--- src/shader_defines.svh ---
`ifndef SHADER_DEFINES_SVH
`define SHADER_DEFINES_SVH

// ***************************************************************************
// Widths and depths
// ***************************************************************************

`define RAYID_W            9
`define DIRPINT_FIFO_DEPTH 3
`define PIXEL_FIFO_DEPTH   2

// Float pattern of the background seen by missed rays (0.2)
`define BG_COLOR 32'h3e4c_cccd

`endif

--- src/shader_pkg.sv ---
`include "shader_defines.svh"

package shader_pkg;

  typedef logic [`RAYID_W-1:0] rayid_t;

  typedef logic [15:0] float16_t;
  typedef logic [23:0] float24_t;
  typedef logic [31:0] float32_t;

  typedef struct packed {
    float24_t x;
    float24_t y;
    float24_t z;
  } vector24_t;

  typedef struct packed {
    float32_t x;
    float32_t y;
    float32_t z;
  } vector_t;

  typedef struct packed {
    vector_t origin;  // Intersection point
    vector_t dir;
  } ray_vec_t;

  // ***************************************************************************
  // Records passed between the shader stages
  // ***************************************************************************

  typedef struct packed {
    rayid_t    rayid;
    vector24_t normal;
    float24_t  f_color;
    float16_t  spec;
    logic      is_miss;
    logic      is_shadow;
    logic      is_last;
  } scache_to_shader_t;

  typedef struct packed {
    rayid_t   rayid;
    float32_t K;          // Surface colour widened to 32 bits
    vector_t  N;
    vector_t  p_int;
    float16_t spec;
    logic     is_miss;
    logic     is_shadow;
    logic     is_last;
  } dirpint_to_calc_direct_t;

  typedef struct packed {
    rayid_t  rayid;
    vector_t normal;
    vector_t p_int;
    vector_t dir;
  } dirpint_to_sendreflect_t;

  typedef struct packed {
    rayid_t   rayid;
    float32_t color;
    float16_t spec;
    logic     is_last;
  } pixel_t;

endpackage

--- src/fifo.sv ---
`timescale 1ns/1ns

module fifo #(
  parameter type payload_t = logic [31:0],
  parameter int  DEPTH     = 2
) (
  input  logic     clk,
  input  logic     reset,
  input  logic     we,
  input  payload_t data_in,
  input  logic     re,
  output payload_t data_out,
  output logic     full,
  output logic     empty
);

  localparam int PTR_W = (DEPTH > 1) ? $clog2(DEPTH) : 1;
  localparam int CNT_W = $clog2(DEPTH + 1);

  payload_t         mem [DEPTH];
  logic [PTR_W-1:0] wr_ptr;
  logic [PTR_W-1:0] rd_ptr;
  logic [CNT_W-1:0] count;
  logic             do_write;
  logic             do_read;

  assign full     = (count == CNT_W'(DEPTH));
  assign empty    = (count == '0);
  assign do_write = we & ~full;   // Writes into a full queue are dropped
  assign do_read  = re & ~empty;
  assign data_out = mem[rd_ptr];  // Head shows while not empty

  always_ff @(posedge clk) begin
    if (do_write) begin
      mem[wr_ptr] <= data_in;
    end
  end

  always_ff @(posedge clk) begin
    if (reset) begin
      wr_ptr <= '0;
      rd_ptr <= '0;
      count  <= '0;
    end else begin
      if (do_write) begin
        wr_ptr <= (wr_ptr == PTR_W'(DEPTH - 1)) ? '0 : wr_ptr + 1'b1;
      end
      if (do_read) begin
        rd_ptr <= (rd_ptr == PTR_W'(DEPTH - 1)) ? '0 : rd_ptr + 1'b1;
      end
      case ({do_write, do_read})
        2'b10:   count <= count + 1'b1;
        2'b01:   count <= count - 1'b1;
        default: count <= count;
      endcase
    end
  end

endmodule

--- src/shade_direct.sv ---
`timescale 1ns/1ns
`include "shader_defines.svh"

module shade_direct (
  input  logic                                clk,
  input  logic                                reset,
  input  shader_pkg::dirpint_to_calc_direct_t in_data,
  input  logic                                in_valid,
  output logic                                in_stall,
  output shader_pkg::pixel_t                  pixel_data,
  output logic                                pixel_valid,
  input  logic                                pixel_stall
);

  import shader_pkg::*;

  pixel_t pix_next;
  pixel_t stage_pix;
  logic   stage_valid;
  logic   in_accept;
  logic   lit;
  logic   pix_we;
  logic   pix_re;
  logic   pix_full;
  logic   pix_empty;

  assign lit = ~in_data.is_miss & ~in_data.is_shadow;

  always_comb begin
    pix_next.rayid   = in_data.rayid;
    pix_next.is_last = in_data.is_last;
    pix_next.spec    = lit ? in_data.spec : '0;
    if (in_data.is_miss) begin
      pix_next.color = `BG_COLOR;
    end else if (in_data.is_shadow) begin
      pix_next.color = '0;        // Light is blocked
    end else begin
      pix_next.color = in_data.K;
    end
  end

  // ***************************************************************************
  // Colour stage and pixel queue
  // ***************************************************************************

  assign in_stall  = stage_valid & pix_full;
  assign in_accept = in_valid & ~in_stall;

  always_ff @(posedge clk) begin
    if (reset) begin
      stage_valid <= 1'b0;
    end else if (!in_stall) begin
      stage_valid <= in_valid;
    end
  end

  always_ff @(posedge clk) begin
    if (in_accept) begin
      stage_pix <= pix_next;
    end
  end

  assign pix_we      = stage_valid & ~pix_full;
  assign pix_re      = ~pix_empty & ~pixel_stall;
  assign pixel_valid = ~pix_empty;  // Head stays put while stalled

  fifo #(
    .payload_t (pixel_t),
    .DEPTH     (`PIXEL_FIFO_DEPTH)
  ) u_pixel_fifo (
    .clk,
    .reset,
    .we       (pix_we),
    .data_in  (stage_pix),
    .re       (pix_re),
    .data_out (pixel_data),
    .full     (pix_full),
    .empty    (pix_empty)
  );

endmodule

--- config.mk ---
export PLATFORM = sky130hd
export DESIGN_NAME = shade_direct
export DESIGN_NICKNAME = d
export VERILOG_FILES = /design/src/shader_pkg.sv /design/src/fifo.sv /design/src/shade_direct.sv
export VERILOG_INCLUDE_DIRS = /design/src
export SDC_FILE = /design/constraint.sdc
export NUM_CORES = 1
export LEC_CHECK = 0
export ABC_AREA = 1
export BUFFER_PORTS_ARGS = -buffer_cell sky130_fd_sc_hd__buf_2
export CAP_MARGIN = 20
export CORE_ASPECT_RATIO = 0.75
export CORE_MARGIN = 2
export CORE_UTILIZATION = 46
export DETAILED_ROUTE_END_ITERATION = 7
export PLACE_DENSITY = 0.81
export REMOVE_ABC_BUFFERS = 1
export SLEW_MARGIN = 20
export SYNTH_ARGS = -nofsm -noshare
export SYNTH_HDL_FRONTEND = slang
export SYNTH_SLANG_ARGS = --single-unit
--- constraint.sdc ---
create_clock -name clk -period 4.3 [get_ports clk]
set_clock_uncertainty 0.05 [all_clocks]
set_input_delay 0.215 -clock clk [delete_from_list [all_inputs] [get_ports clk]]
set_output_delay 0.215 -clock clk [all_outputs]
set_load 0.05 [all_outputs]
## Word level (Yosys, flattened, before mapping)

Memories as Yosys holds them, arrays and structs flattened. A register that Yosys moved wholly into a read port is not among the register bits.
Index checks and enable logic that the tools add are counted.

| operators by class | value |
|---|---|
| add/sub/neg operators | 4 |
| eq/ne operators | 3 |
| muxes and demuxes | 8 |
| bitwise operators | 13 |
| reductions and logical operators | 3 |

Operator list:

| operator | number |
|---|---|
| $mux W30 | 1 |
| $and A1 B1 Y1 | 7 |
| $mux W1 | 6 |
| $not A1 Y1 | 6 |
| $eq A2 B2 Y1 const B | 2 |
| $pmux W2 S2 | 1 |
| $add A1 B1 Y1 const B | 2 |
| $add A2 B1 Y2 const B | 1 |
| $eq A2 B1 Y1 const B | 1 |
| $logic_not A2 Y1 | 1 |
| $reduce_bool A2 Y1 | 1 |
| $reduce_or A2 Y1 | 1 |
| $sub A2 B1 Y2 const B | 1 |

| storage, ports and cells | value |
|---|---|
| bits in registers | 63 |
| RAM bits | 116 |
| bits of input ports | 256 |
| output and inout port bits | 60 |
| logic and storage cells | 41 |
| memories kept | 1 |

Memory list:

| name | words | bits a word | read ports | clocked after memory_dff | wr ports | RTL line | text |
|---|---|---|---|---|---|---|---|
| u_pixel_fifo.mem | 2 | 58 | 1 | 1 | 1 | fifo.sv:20 | `payload_t mem [DEPTH];` |

## Depth between registers and ports, before layout

Gate-level depths: netlist of run 1.

| depth | value |
|---|---|
| depth in word-level cells | 6 |
| depth in mapped cells | 10 |
| gate-level depth less buffers | 10 |

## Cells and area by module

Synthesis of run 1 repeated with hierarchy kept, for this count alone.

| second synthesis, totals | value |
|---|---|
| cells, all modules | 392 |
| area, all modules | 6,807.8 µm² |

By module, submodules not included:

| module | times used | cells each | area each (µm²) | sequential area each (µm²) |
|---|---|---|---|---|
| fifo | 1 | 220 | 4,505.6 | 3,583.4 |
| shade_direct | 1 | 172 | 2,302.2 | 1,761.7 |

## Worst setup path after synthesis of run 1

No wires, ideal clock.

| timing | value |
|---|---|
| path type | reg2reg |
| start | register u_pixel_fifo.count[0] |
| end | memory u_pixel_fifo.mem[0][0] (netlist bit), enable pin |
| library setup time | 0.474 ns |
| arrival | 3.190 ns |
| required time | 3.776 ns |
| setup slack | 0.586 ns |
| cell stages (with the launch flop) | 5 |
| buffers on the path | 0 |
| period minus slack after synthesis | 3.714 ns |
| cells stage by stage | dfxtp_1 inv_1 a21boi_0 inv_1 nor2_1 |

| between the ends | value |
|---|---|
| word-level cells in the longest chain between the ends | 6 |

Ends and longest elaborated chain:

| what | RTL line | text |
|---|---|---|
| start, declared | fifo.sv:23 | `logic [CNT_W-1:0] count;` |
| start signal, assigned | fifo.sv:52 | `2'b10: count <= count + 1'b1;` |
| start signal, assigned | fifo.sv:53 | `2'b01: count <= count - 1'b1;` |
| start signal, assigned | fifo.sv:54 | `default: count <= count;` |
| $eq A2 B2 Y1 * | fifo.sv:27 | `assign full = (count == CNT_W'(DEPTH));` |
| $not A1 Y1 * | fifo.sv:29, shade_direct.sv:63 |  |
| $and A1 B1 Y1 | shade_direct.sv:63 | `assign pix_we = stage_valid & ~pix_full;` |
| $and A1 B1 Y1 * | fifo.sv:29 | `assign do_write = we & ~full;` |
| $mux W1 * | fifo.sv:34 | `if (do_write) begin` |
| $mux W1 (not written as such) * | fifo.sv:35 | `mem[wr_ptr] <= data_in;` |
| end, declared | fifo.sv:20 |  |

Every way passes the cells marked *; elsewhere a longest branch is shown, timed or not.

## Worst setup path in the final report of run 1

| timing | value |
|---|---|
| start | register u_pixel_fifo.count[0] |
| end | memory u_pixel_fifo.mem[1][46] (netlist bit), enable pin |

Same word-level chain as after synthesis.

==> reports/metrics.cfg, run 1 <==
[outcome]
status=finished, final reports clean

[layout]
final_layout_size_suffix_gt1_frac=0.398
multiInputGateArea_mm2=0.00107
most_frequent_standard_cell_in_the_layout_excluding_fill_and_tap_cells=sky130_fd_sc_hd__edfxtp_1
commonest_non_fill_non_tap_cells_in_the_layout=sky130_fd_sc_hd__edfxtp_1 (174), sky130_fd_sc_hd__buf_2 (123), sky130_fd_sc_hd__inv_1 (59), sky130_fd_sc_hd__mux2_2 (38), sky130_fd_sc_hd__nor2_1 (38)
num-fill-cells=1133
nets=790
area_delta_synth_final_pct=22.6
area.sequential_mm2=0.00535
antenna_cells_inserted=0

[timing]
period_share=0.580
transition_time_of_the_tightest_slew_check_pin_ns=1.01
max_clock_freq_ghz=0.401
relSlewSlack=0.325
timing.final.hold_violations=0
final-max-slew-violation-count=0
fin_setup_tns_ns=0
fin_crit_ns=2.50
total_of_endpoints_with_negative_setup_slack_in_the_final_report=0
grt_setup_unrepaired=no
worst_hold_slack_ns=0.0493

[floorplanning]
io-pin-count=316
dieArea_mm2=0.0156
placementRows=38
die_y_um=109
floorplan.core_area_mm2=0.0144
floorplan.initialDensity=0.468
chipWidth_um=144

[clock_network]
clkSlewWorstSetupHoldPaths_ns=0.06
post_cts_repair_setup_buffers=0
clock_tree.buffer_depth=2
postCtsResizedCells=0
total_of_hold_buffers_inserted_after_clock_tree_synthesis=11
cts-buffers-inserted=17
tritoncts=done
cts_htree_levels=4
cts_root_buffer=sky130_fd_sc_hd__clkbuf_16
numClockSinks=180
clk_latency_ns=0.42

[yosys]
yosys_warnings=0
synth_top_area_cell=sky130_fd_sc_hd__edfxtp_1
postSynthCellCount=387
yosys_register_bits=180
netlist_top_cells_area=sky130_fd_sc_hd__edfxtp_1 (78%), sky130_fd_sc_hd__mux2_2 (6.3%), sky130_fd_sc_hd__mux2_4 (4.5%), sky130_fd_sc_hd__inv_1 (3.4%), sky130_fd_sc_hd__nor2_1 (2.2%)
syn-mean-instance-area_um2=17.4
syn_area_mm2=0.00674
ys_seq_area_frac=0.793
yosysTopAreaCellShare=0.775
yosysUniqueCellTypes=18

[power]
peakVddDrop_uv=364
power-per-cell-area_mw_per_mm2=532
p_switching_mw=1.16
intPower_mw=3.23
comb_power_share=0.156
power_frac_clock=0.359
power.share.sequential=0.485
sw_frac_of_total=0.264
power_leakage_nw=3.28

[critical_path]
category_of_the_worst_setup_path_capture_point=flip-flop
critPathArrivalTime_ns=2.54
critPathRequiredTime_ns=4.35
cp_cell_sequence=inv_1 -> a21boi_0 -> nand2_1 -> inv_2 -> buf_4
regToRegSetupSlack_ns=1.80
max_stage_delay_ns=0.76
cp_slowest_cell=sky130_fd_sc_hd__inv_2
crit_buf_inv=3
criticalPathCategory=flip-flop to flip-flop
worstSetupStartpointType=flip-flop
cpLargestDelayFamily=buffers and inverters
worst-path-max-fanout=42

[global_routing]
gr-total-overflow=0
grt_max_degree=59
first_pass_grt_wire_length_mm=19.1
grt_antenna_before_repair=0
grt_util_all_layers=0.169
first_global_vias=3746

[routing]
detailroute.wirelength.met2_mm=6.79
totalWireLength_mm=12.8
wire_per_inst_um=17.1
maxUsedRoutingLayer=met4
remaining_drc_errors=0
met1Wirelength_mm=5.19
drt-pass1-iter-count=4
drt_iter0_markers=232
viasPerCell=4.72
met3_wl_um=676
route.vias.total=3520
final_antenna_net_count=0

[place]
post-dp-hpwl_mm=8.41
count_of_buffers_from_port_buffering=123
routabilityCongestion=0.818

[flow_run]
maxCapViolations=0

[hold_path]
hold_path_class=primary input to flip-flop

-- cells in the mapped netlist --
cell	n
sky130_fd_sc_hd__nand3_1	1
sky130_fd_sc_hd__nor2_2	2
sky130_fd_sc_hd__clkbuf_1	2
sky130_fd_sc_hd__nand4_1	1
sky130_fd_sc_hd__a21boi_0	1
sky130_fd_sc_hd__edfxtp_1	174
sky130_fd_sc_hd__mux2_4	20
sky130_fd_sc_hd__buf_6	7
sky130_fd_sc_hd__buf_2	3
sky130_fd_sc_hd__nand2_1	9
sky130_fd_sc_hd__a21oi_1	2
sky130_fd_sc_hd__inv_1	61
sky130_fd_sc_hd__or2_1	1
sky130_fd_sc_hd__dfxtp_1	6
sky130_fd_sc_hd__mux2_2	38
sky130_fd_sc_hd__o21ai_0	19
sky130_fd_sc_hd__nor2_1	39
sky130_fd_sc_hd__ha_1	1
-- worst register-to-register path: cells and delay by family, from the launching register on --
kind                   cells  cell delay (ns)
AO/OA/AOI/OAI              1             0.32
AND/OR/NAND/NOR            1             0.15
buffers and inverters      3             1.29
flip-flops                 1             0.36
-- kinds of logic (layout without fill, tap and decap cells) --
kind of cell | after synthesis | after routing | share of synthesized area
DFF | 180 | 180 | 0.793
AOI/OAI and AO/OA | 22 | 22 | 0.0167
and+or+nand+nor | 53 | 53 | 0.0312
buffers and inverters | 73 | 231 | 0.0490
muxes | 58 | 58 | 0.108
adders and majority gates | 1 | 1 | 0.00186
-- final cells by class --
cell class                 count  share of cell area
clock buffer                  22              0.0538
inverter                      61              0.0277
sequential                   180               0.648
multi-input combinational    134               0.130
tap                          200              0.0303
clock inverter                 9              0.0186
timing repair buffer         139              0.0924
-- registers in the layout (all words and copies together) (netlist names), named ones only --
signal	cells
u_pixel_fifo.rd_ptr	1
u_pixel_fifo.count	2
stage_valid	1
stage_pix	58
u_pixel_fifo.wr_ptr	1
u_pixel_fifo.mem	116
-- per-layer routing --
metal,up-vias,GRT usage
li1,1661,-
met1,1743,0.191
met2,101,0.310
met3,15,0.0501
met4,0,0.0546
met5,-,0
-- power by group through the flow --
stage / sequential, mW / combinational (mW) / clock [mW]
3_3_place_gp: 2.16 / 0.675 / 0
6_report: 2.13 / 0.687 / 1.58
3_5_place_dp: 2.17 / 0.685 / 0
5_1_grt: 2.14 / 0.726 / 1.67
2_1_floorplan: 2.14 / 0.524 / 0
4_1_cts: 2.13 / 0.697 / 1.60
-- stage by stage --
step	cells	power, mW	area (um2)	util	worst slack, ns
3_5_place_dp	703	2.85	7550	0.524	1.78
3_3_place_gp	703	2.83	7550	0.524	1.93
4_1_cts	745	4.43	8260	0.573	1.77
2_1_floorplan	375	2.67	6640	-	0.586
6_report	745	4.39	8260	0.573	1.80
5_1_grt	745	4.54	8260	0.573	1.58
-- final timing paths --
| path | startpoint | end | cells after the start |
|---|---|---|---|
| setup reg to reg | u_pixel_fifo.count[0] | u_pixel_fifo.mem[1][46] | 5 |
| setup / recovery | u_pixel_fifo.count[0] | u_pixel_fifo.mem[1][46] | 5 |
| hold reg to reg | stage_pix[9] | u_pixel_fifo.mem[1][9] | 0 |
| hold / removal | in_data[5] | stage_pix[3] | 3 |
Power figures use the tool's default switching activity.
==> run 2: changes to the inputs <==
clock period = 2.3 ns   (was 4.3 ns; I/O delays follow)
==> run 2 against run 1 <==
Against the previous run: flip-flop and latch count stayed put; sequential power is 85% higher; die area stayed put; setup slack worse by 1.6 ns; first-iteration DRC count is 7.3% lower; combinational power is 110% higher; global-route usage is 0.74 points higher; power is 87% higher; via count is 4.7% higher; core utilization is 4.0 points higher; sequential share of layout area is 4.3 points lower; non-clock buffer count is 53 higher.
==> reports/metrics.cfg, run 2 (same netlist as run 1, synthesis figures left out) <==
[outcome]
status=finished, final reports clean  ; unchanged

[routing]
route.vias.total=3685  ; was 3520
wire_per_inst_um=16.8  ; was 17.1 um
drt_iter0_markers=215  ; was 232
totalWireLength_mm=13.5  ; was 12.8 mm
drt-pass1-iter-count=5  ; was 4
viasPerCell=4.61  ; was 4.72
remaining_drc_errors=0  ; unchanged
final_antenna_net_count=0  ; unchanged

[timing]
timing.final.hold_violations=0  ; unchanged
relSlewSlack=0.715  ; was 0.325
max_clock_freq_ghz=0.477
total_of_endpoints_with_negative_setup_slack_in_the_final_report=0  ; unchanged
fin_crit_ns=2.10
worst_hold_slack_ns=0.0171  ; was 0.0493 ns
final_ws_setup_ns=0.204  ; was 1.80 ns
period_share=0.911
grt_setup_unrepaired=no  ; unchanged
final-max-slew-violation-count=0  ; unchanged
fin_setup_tns_ns=0  ; unchanged
transition_time_of_the_tightest_slew_check_pin_ns=0.427  ; was 1.01 ns

[critical_path]
category_of_the_worst_setup_path_capture_point=output pin  ; was flip-flop
cpLargestDelayFamily=flip-flops  ; was buffers and inverters
criticalPathCategory=flip-flop to output pin  ; was flip-flop to flip-flop
cp_cell_sequence=buf_4 -> mux2_2 -> buf_2  ; was inv_1 -> a21boi_0 -> nand2_1 -> inv_2 -> buf_4
r2r_start=u_pixel_fifo.count[0]  ; unchanged
critPathRequiredTime_ns=2.13  ; was 4.35 ns
critPathArrivalTime_ns=1.93  ; was 2.54 ns
worstSetupStartpointType=flip-flop  ; unchanged
max_stage_delay_ns=0.62  ; was 0.76 ns
crit_buf_inv=2  ; was 3
cp_slowest_cell=sky130_fd_sc_hd__dfxtp_4  ; was sky130_fd_sc_hd__inv_2
worst-path-max-fanout=26  ; was 42

[layout]
most_frequent_standard_cell_in_the_layout_excluding_fill_and_tap_cells=sky130_fd_sc_hd__edfxtp_1  ; unchanged
commonest_non_fill_non_tap_cells_in_the_layout=sky130_fd_sc_hd__edfxtp_1 (174), sky130_fd_sc_hd__buf_2 (123), sky130_fd_sc_hd__inv_1 (59), sky130_fd_sc_hd__dlygate4sd3_1 (58)  ; was sky130_fd_sc_hd__edfxtp_1 (174), sky130_fd_sc_hd__buf_2 (123), sky130_fd_sc_hd__inv_1 (59), sky130_fd_sc_hd__mux2_2 (38), sky130_fd_sc_hd__nor2_1 (38)
antenna_cells_inserted=0  ; unchanged
num-fill-cells=1037  ; was 1133
nets=843  ; was 790
biggestRegsByFlops=u_pixel_fifo.mem: 116 flops, stage_pix: 58 flops, u_pixel_fifo.count: 2 flops  ; unchanged
regMostFlops=u_pixel_fifo.mem  ; unchanged
area_delta_synth_final_pct=31.2  ; was 22.6%
final_cell_count_no_fill=799  ; was 745
largest_reg_flops=116  ; unchanged
finalCoreUtilization=0.614  ; was 0.573
multiInputGateArea_mm2=0.00107  ; unchanged
area.sequential_mm2=0.00535  ; unchanged
final_layout_size_suffix_gt1_frac=0.384  ; was 0.398
final_design_area_no_fill_mm2=0.00884  ; was 0.00826 mm2

[clock_network]
cts-buffers-inserted=17  ; unchanged
clock_tree.buffer_depth=2  ; unchanged
postCtsResizedCells=0  ; unchanged
clkSlewWorstSetupHoldPaths_ns=0.07  ; was 0.06 ns
cts_htree_levels=4  ; unchanged
clk_latency_ns=0.42  ; about the same
numClockSinks=180  ; unchanged
cts_root_buffer=sky130_fd_sc_hd__clkbuf_16  ; unchanged
tritoncts=done  ; unchanged

[place]
post_dp_cell_area_mm2=0.00767  ; was 0.00755 mm2
routabilityCongestion=0.820  ; was 0.818
post_place_setup_slack_ns=0.510  ; was 1.78 ns
dp_cells=709  ; was 703
count_of_buffers_from_port_buffering=123  ; unchanged
post-dp-hpwl_mm=8.35  ; was 8.41 mm

[global_routing]
grt_antenna_before_repair=0  ; unchanged
first_global_vias=3961  ; was 3746
grt_max_degree=42  ; was 59
grt_util_all_layers=0.177  ; was 0.169
first_pass_grt_wire_length_mm=19.9  ; was 19.1 mm
gr-total-overflow=0  ; unchanged

[power]
power-per-cell-area_mw_per_mm2=931  ; was 532 mW/mm2
power_leakage_nw=3.54  ; was 3.28 nW
total_power_mw=8.24  ; was 4.39 mW
peakVddDrop_uv=606  ; was 364 uV

[floorplanning]
die_y_um=109  ; unchanged
placementRows=38  ; unchanged
dieArea_mm2=0.0156  ; unchanged
floorplan.core_area_mm2=0.0144  ; unchanged
chipWidth_um=144  ; unchanged
io-pin-count=316  ; unchanged
floorplan.initialDensity=0.468  ; unchanged

[hold_path]
worst_min_delay_path_startpoint=in_data[214]  ; was in_data[5]
hold_path_class=primary input to flip-flop  ; unchanged

[flow_run]
maxCapViolations=0  ; unchanged

run 2: worst reg2reg max path, stage by stage (launching register included):
cell                       delay, ns
sky130_fd_sc_hd__dfxtp_1        0.36
sky130_fd_sc_hd__inv_1          0.12
sky130_fd_sc_hd__a21boi_0       0.30
sky130_fd_sc_hd__nand2_1        0.14
sky130_fd_sc_hd__inv_2          0.27
sky130_fd_sc_hd__buf_4          0.26
run 2: layout make-up:
| type | instances | share of cell area |
|---|---|---|
| Clock buffer | 17 | 0.0481 |
| Multi-Input combinational cell | 134 | 0.121 |
| Sequential cell | 180 | 0.605 |
| Inverter | 61 | 0.0259 |
| Clock inverter | 15 | 0.0184 |
| Tap cell | 200 | 0.0283 |
| Timing Repair Buffer | 192 | 0.153 |
run 2: metal layers:
metal  vias up  GRT usage  share of wire
met1      1799      0.195           0.40
met2       107      0.322           0.54
li1       1774          -              -
met5         -          0              0
met4         0     0.0567         0.0042
met3         5     0.0606          0.061
run 2: what timing repair did:
action,in CTS,in global routing
setup endpoints to repair,0,0
setup buffers,0,0
hold buffers,58,0
endpoints found under the hold margin,62,0
run 2: path summary, 6_finish.rpt:
check,to,cells after the start,slack [ns]
max,pixel_data[40],3,0.20
min,stage_pix[20],3,0.02
max reg2reg,u_pixel_fifo.mem[1][26],5,0.50
min reg2reg,u_pixel_fifo.mem[0][52],0,0.40
run 2: report_power, final:
part | internal [mW] | switching, mW
clock | 1.55 | 1.32
combinational | 0.478 | 0.953
sequential | 3.83 | 0.104
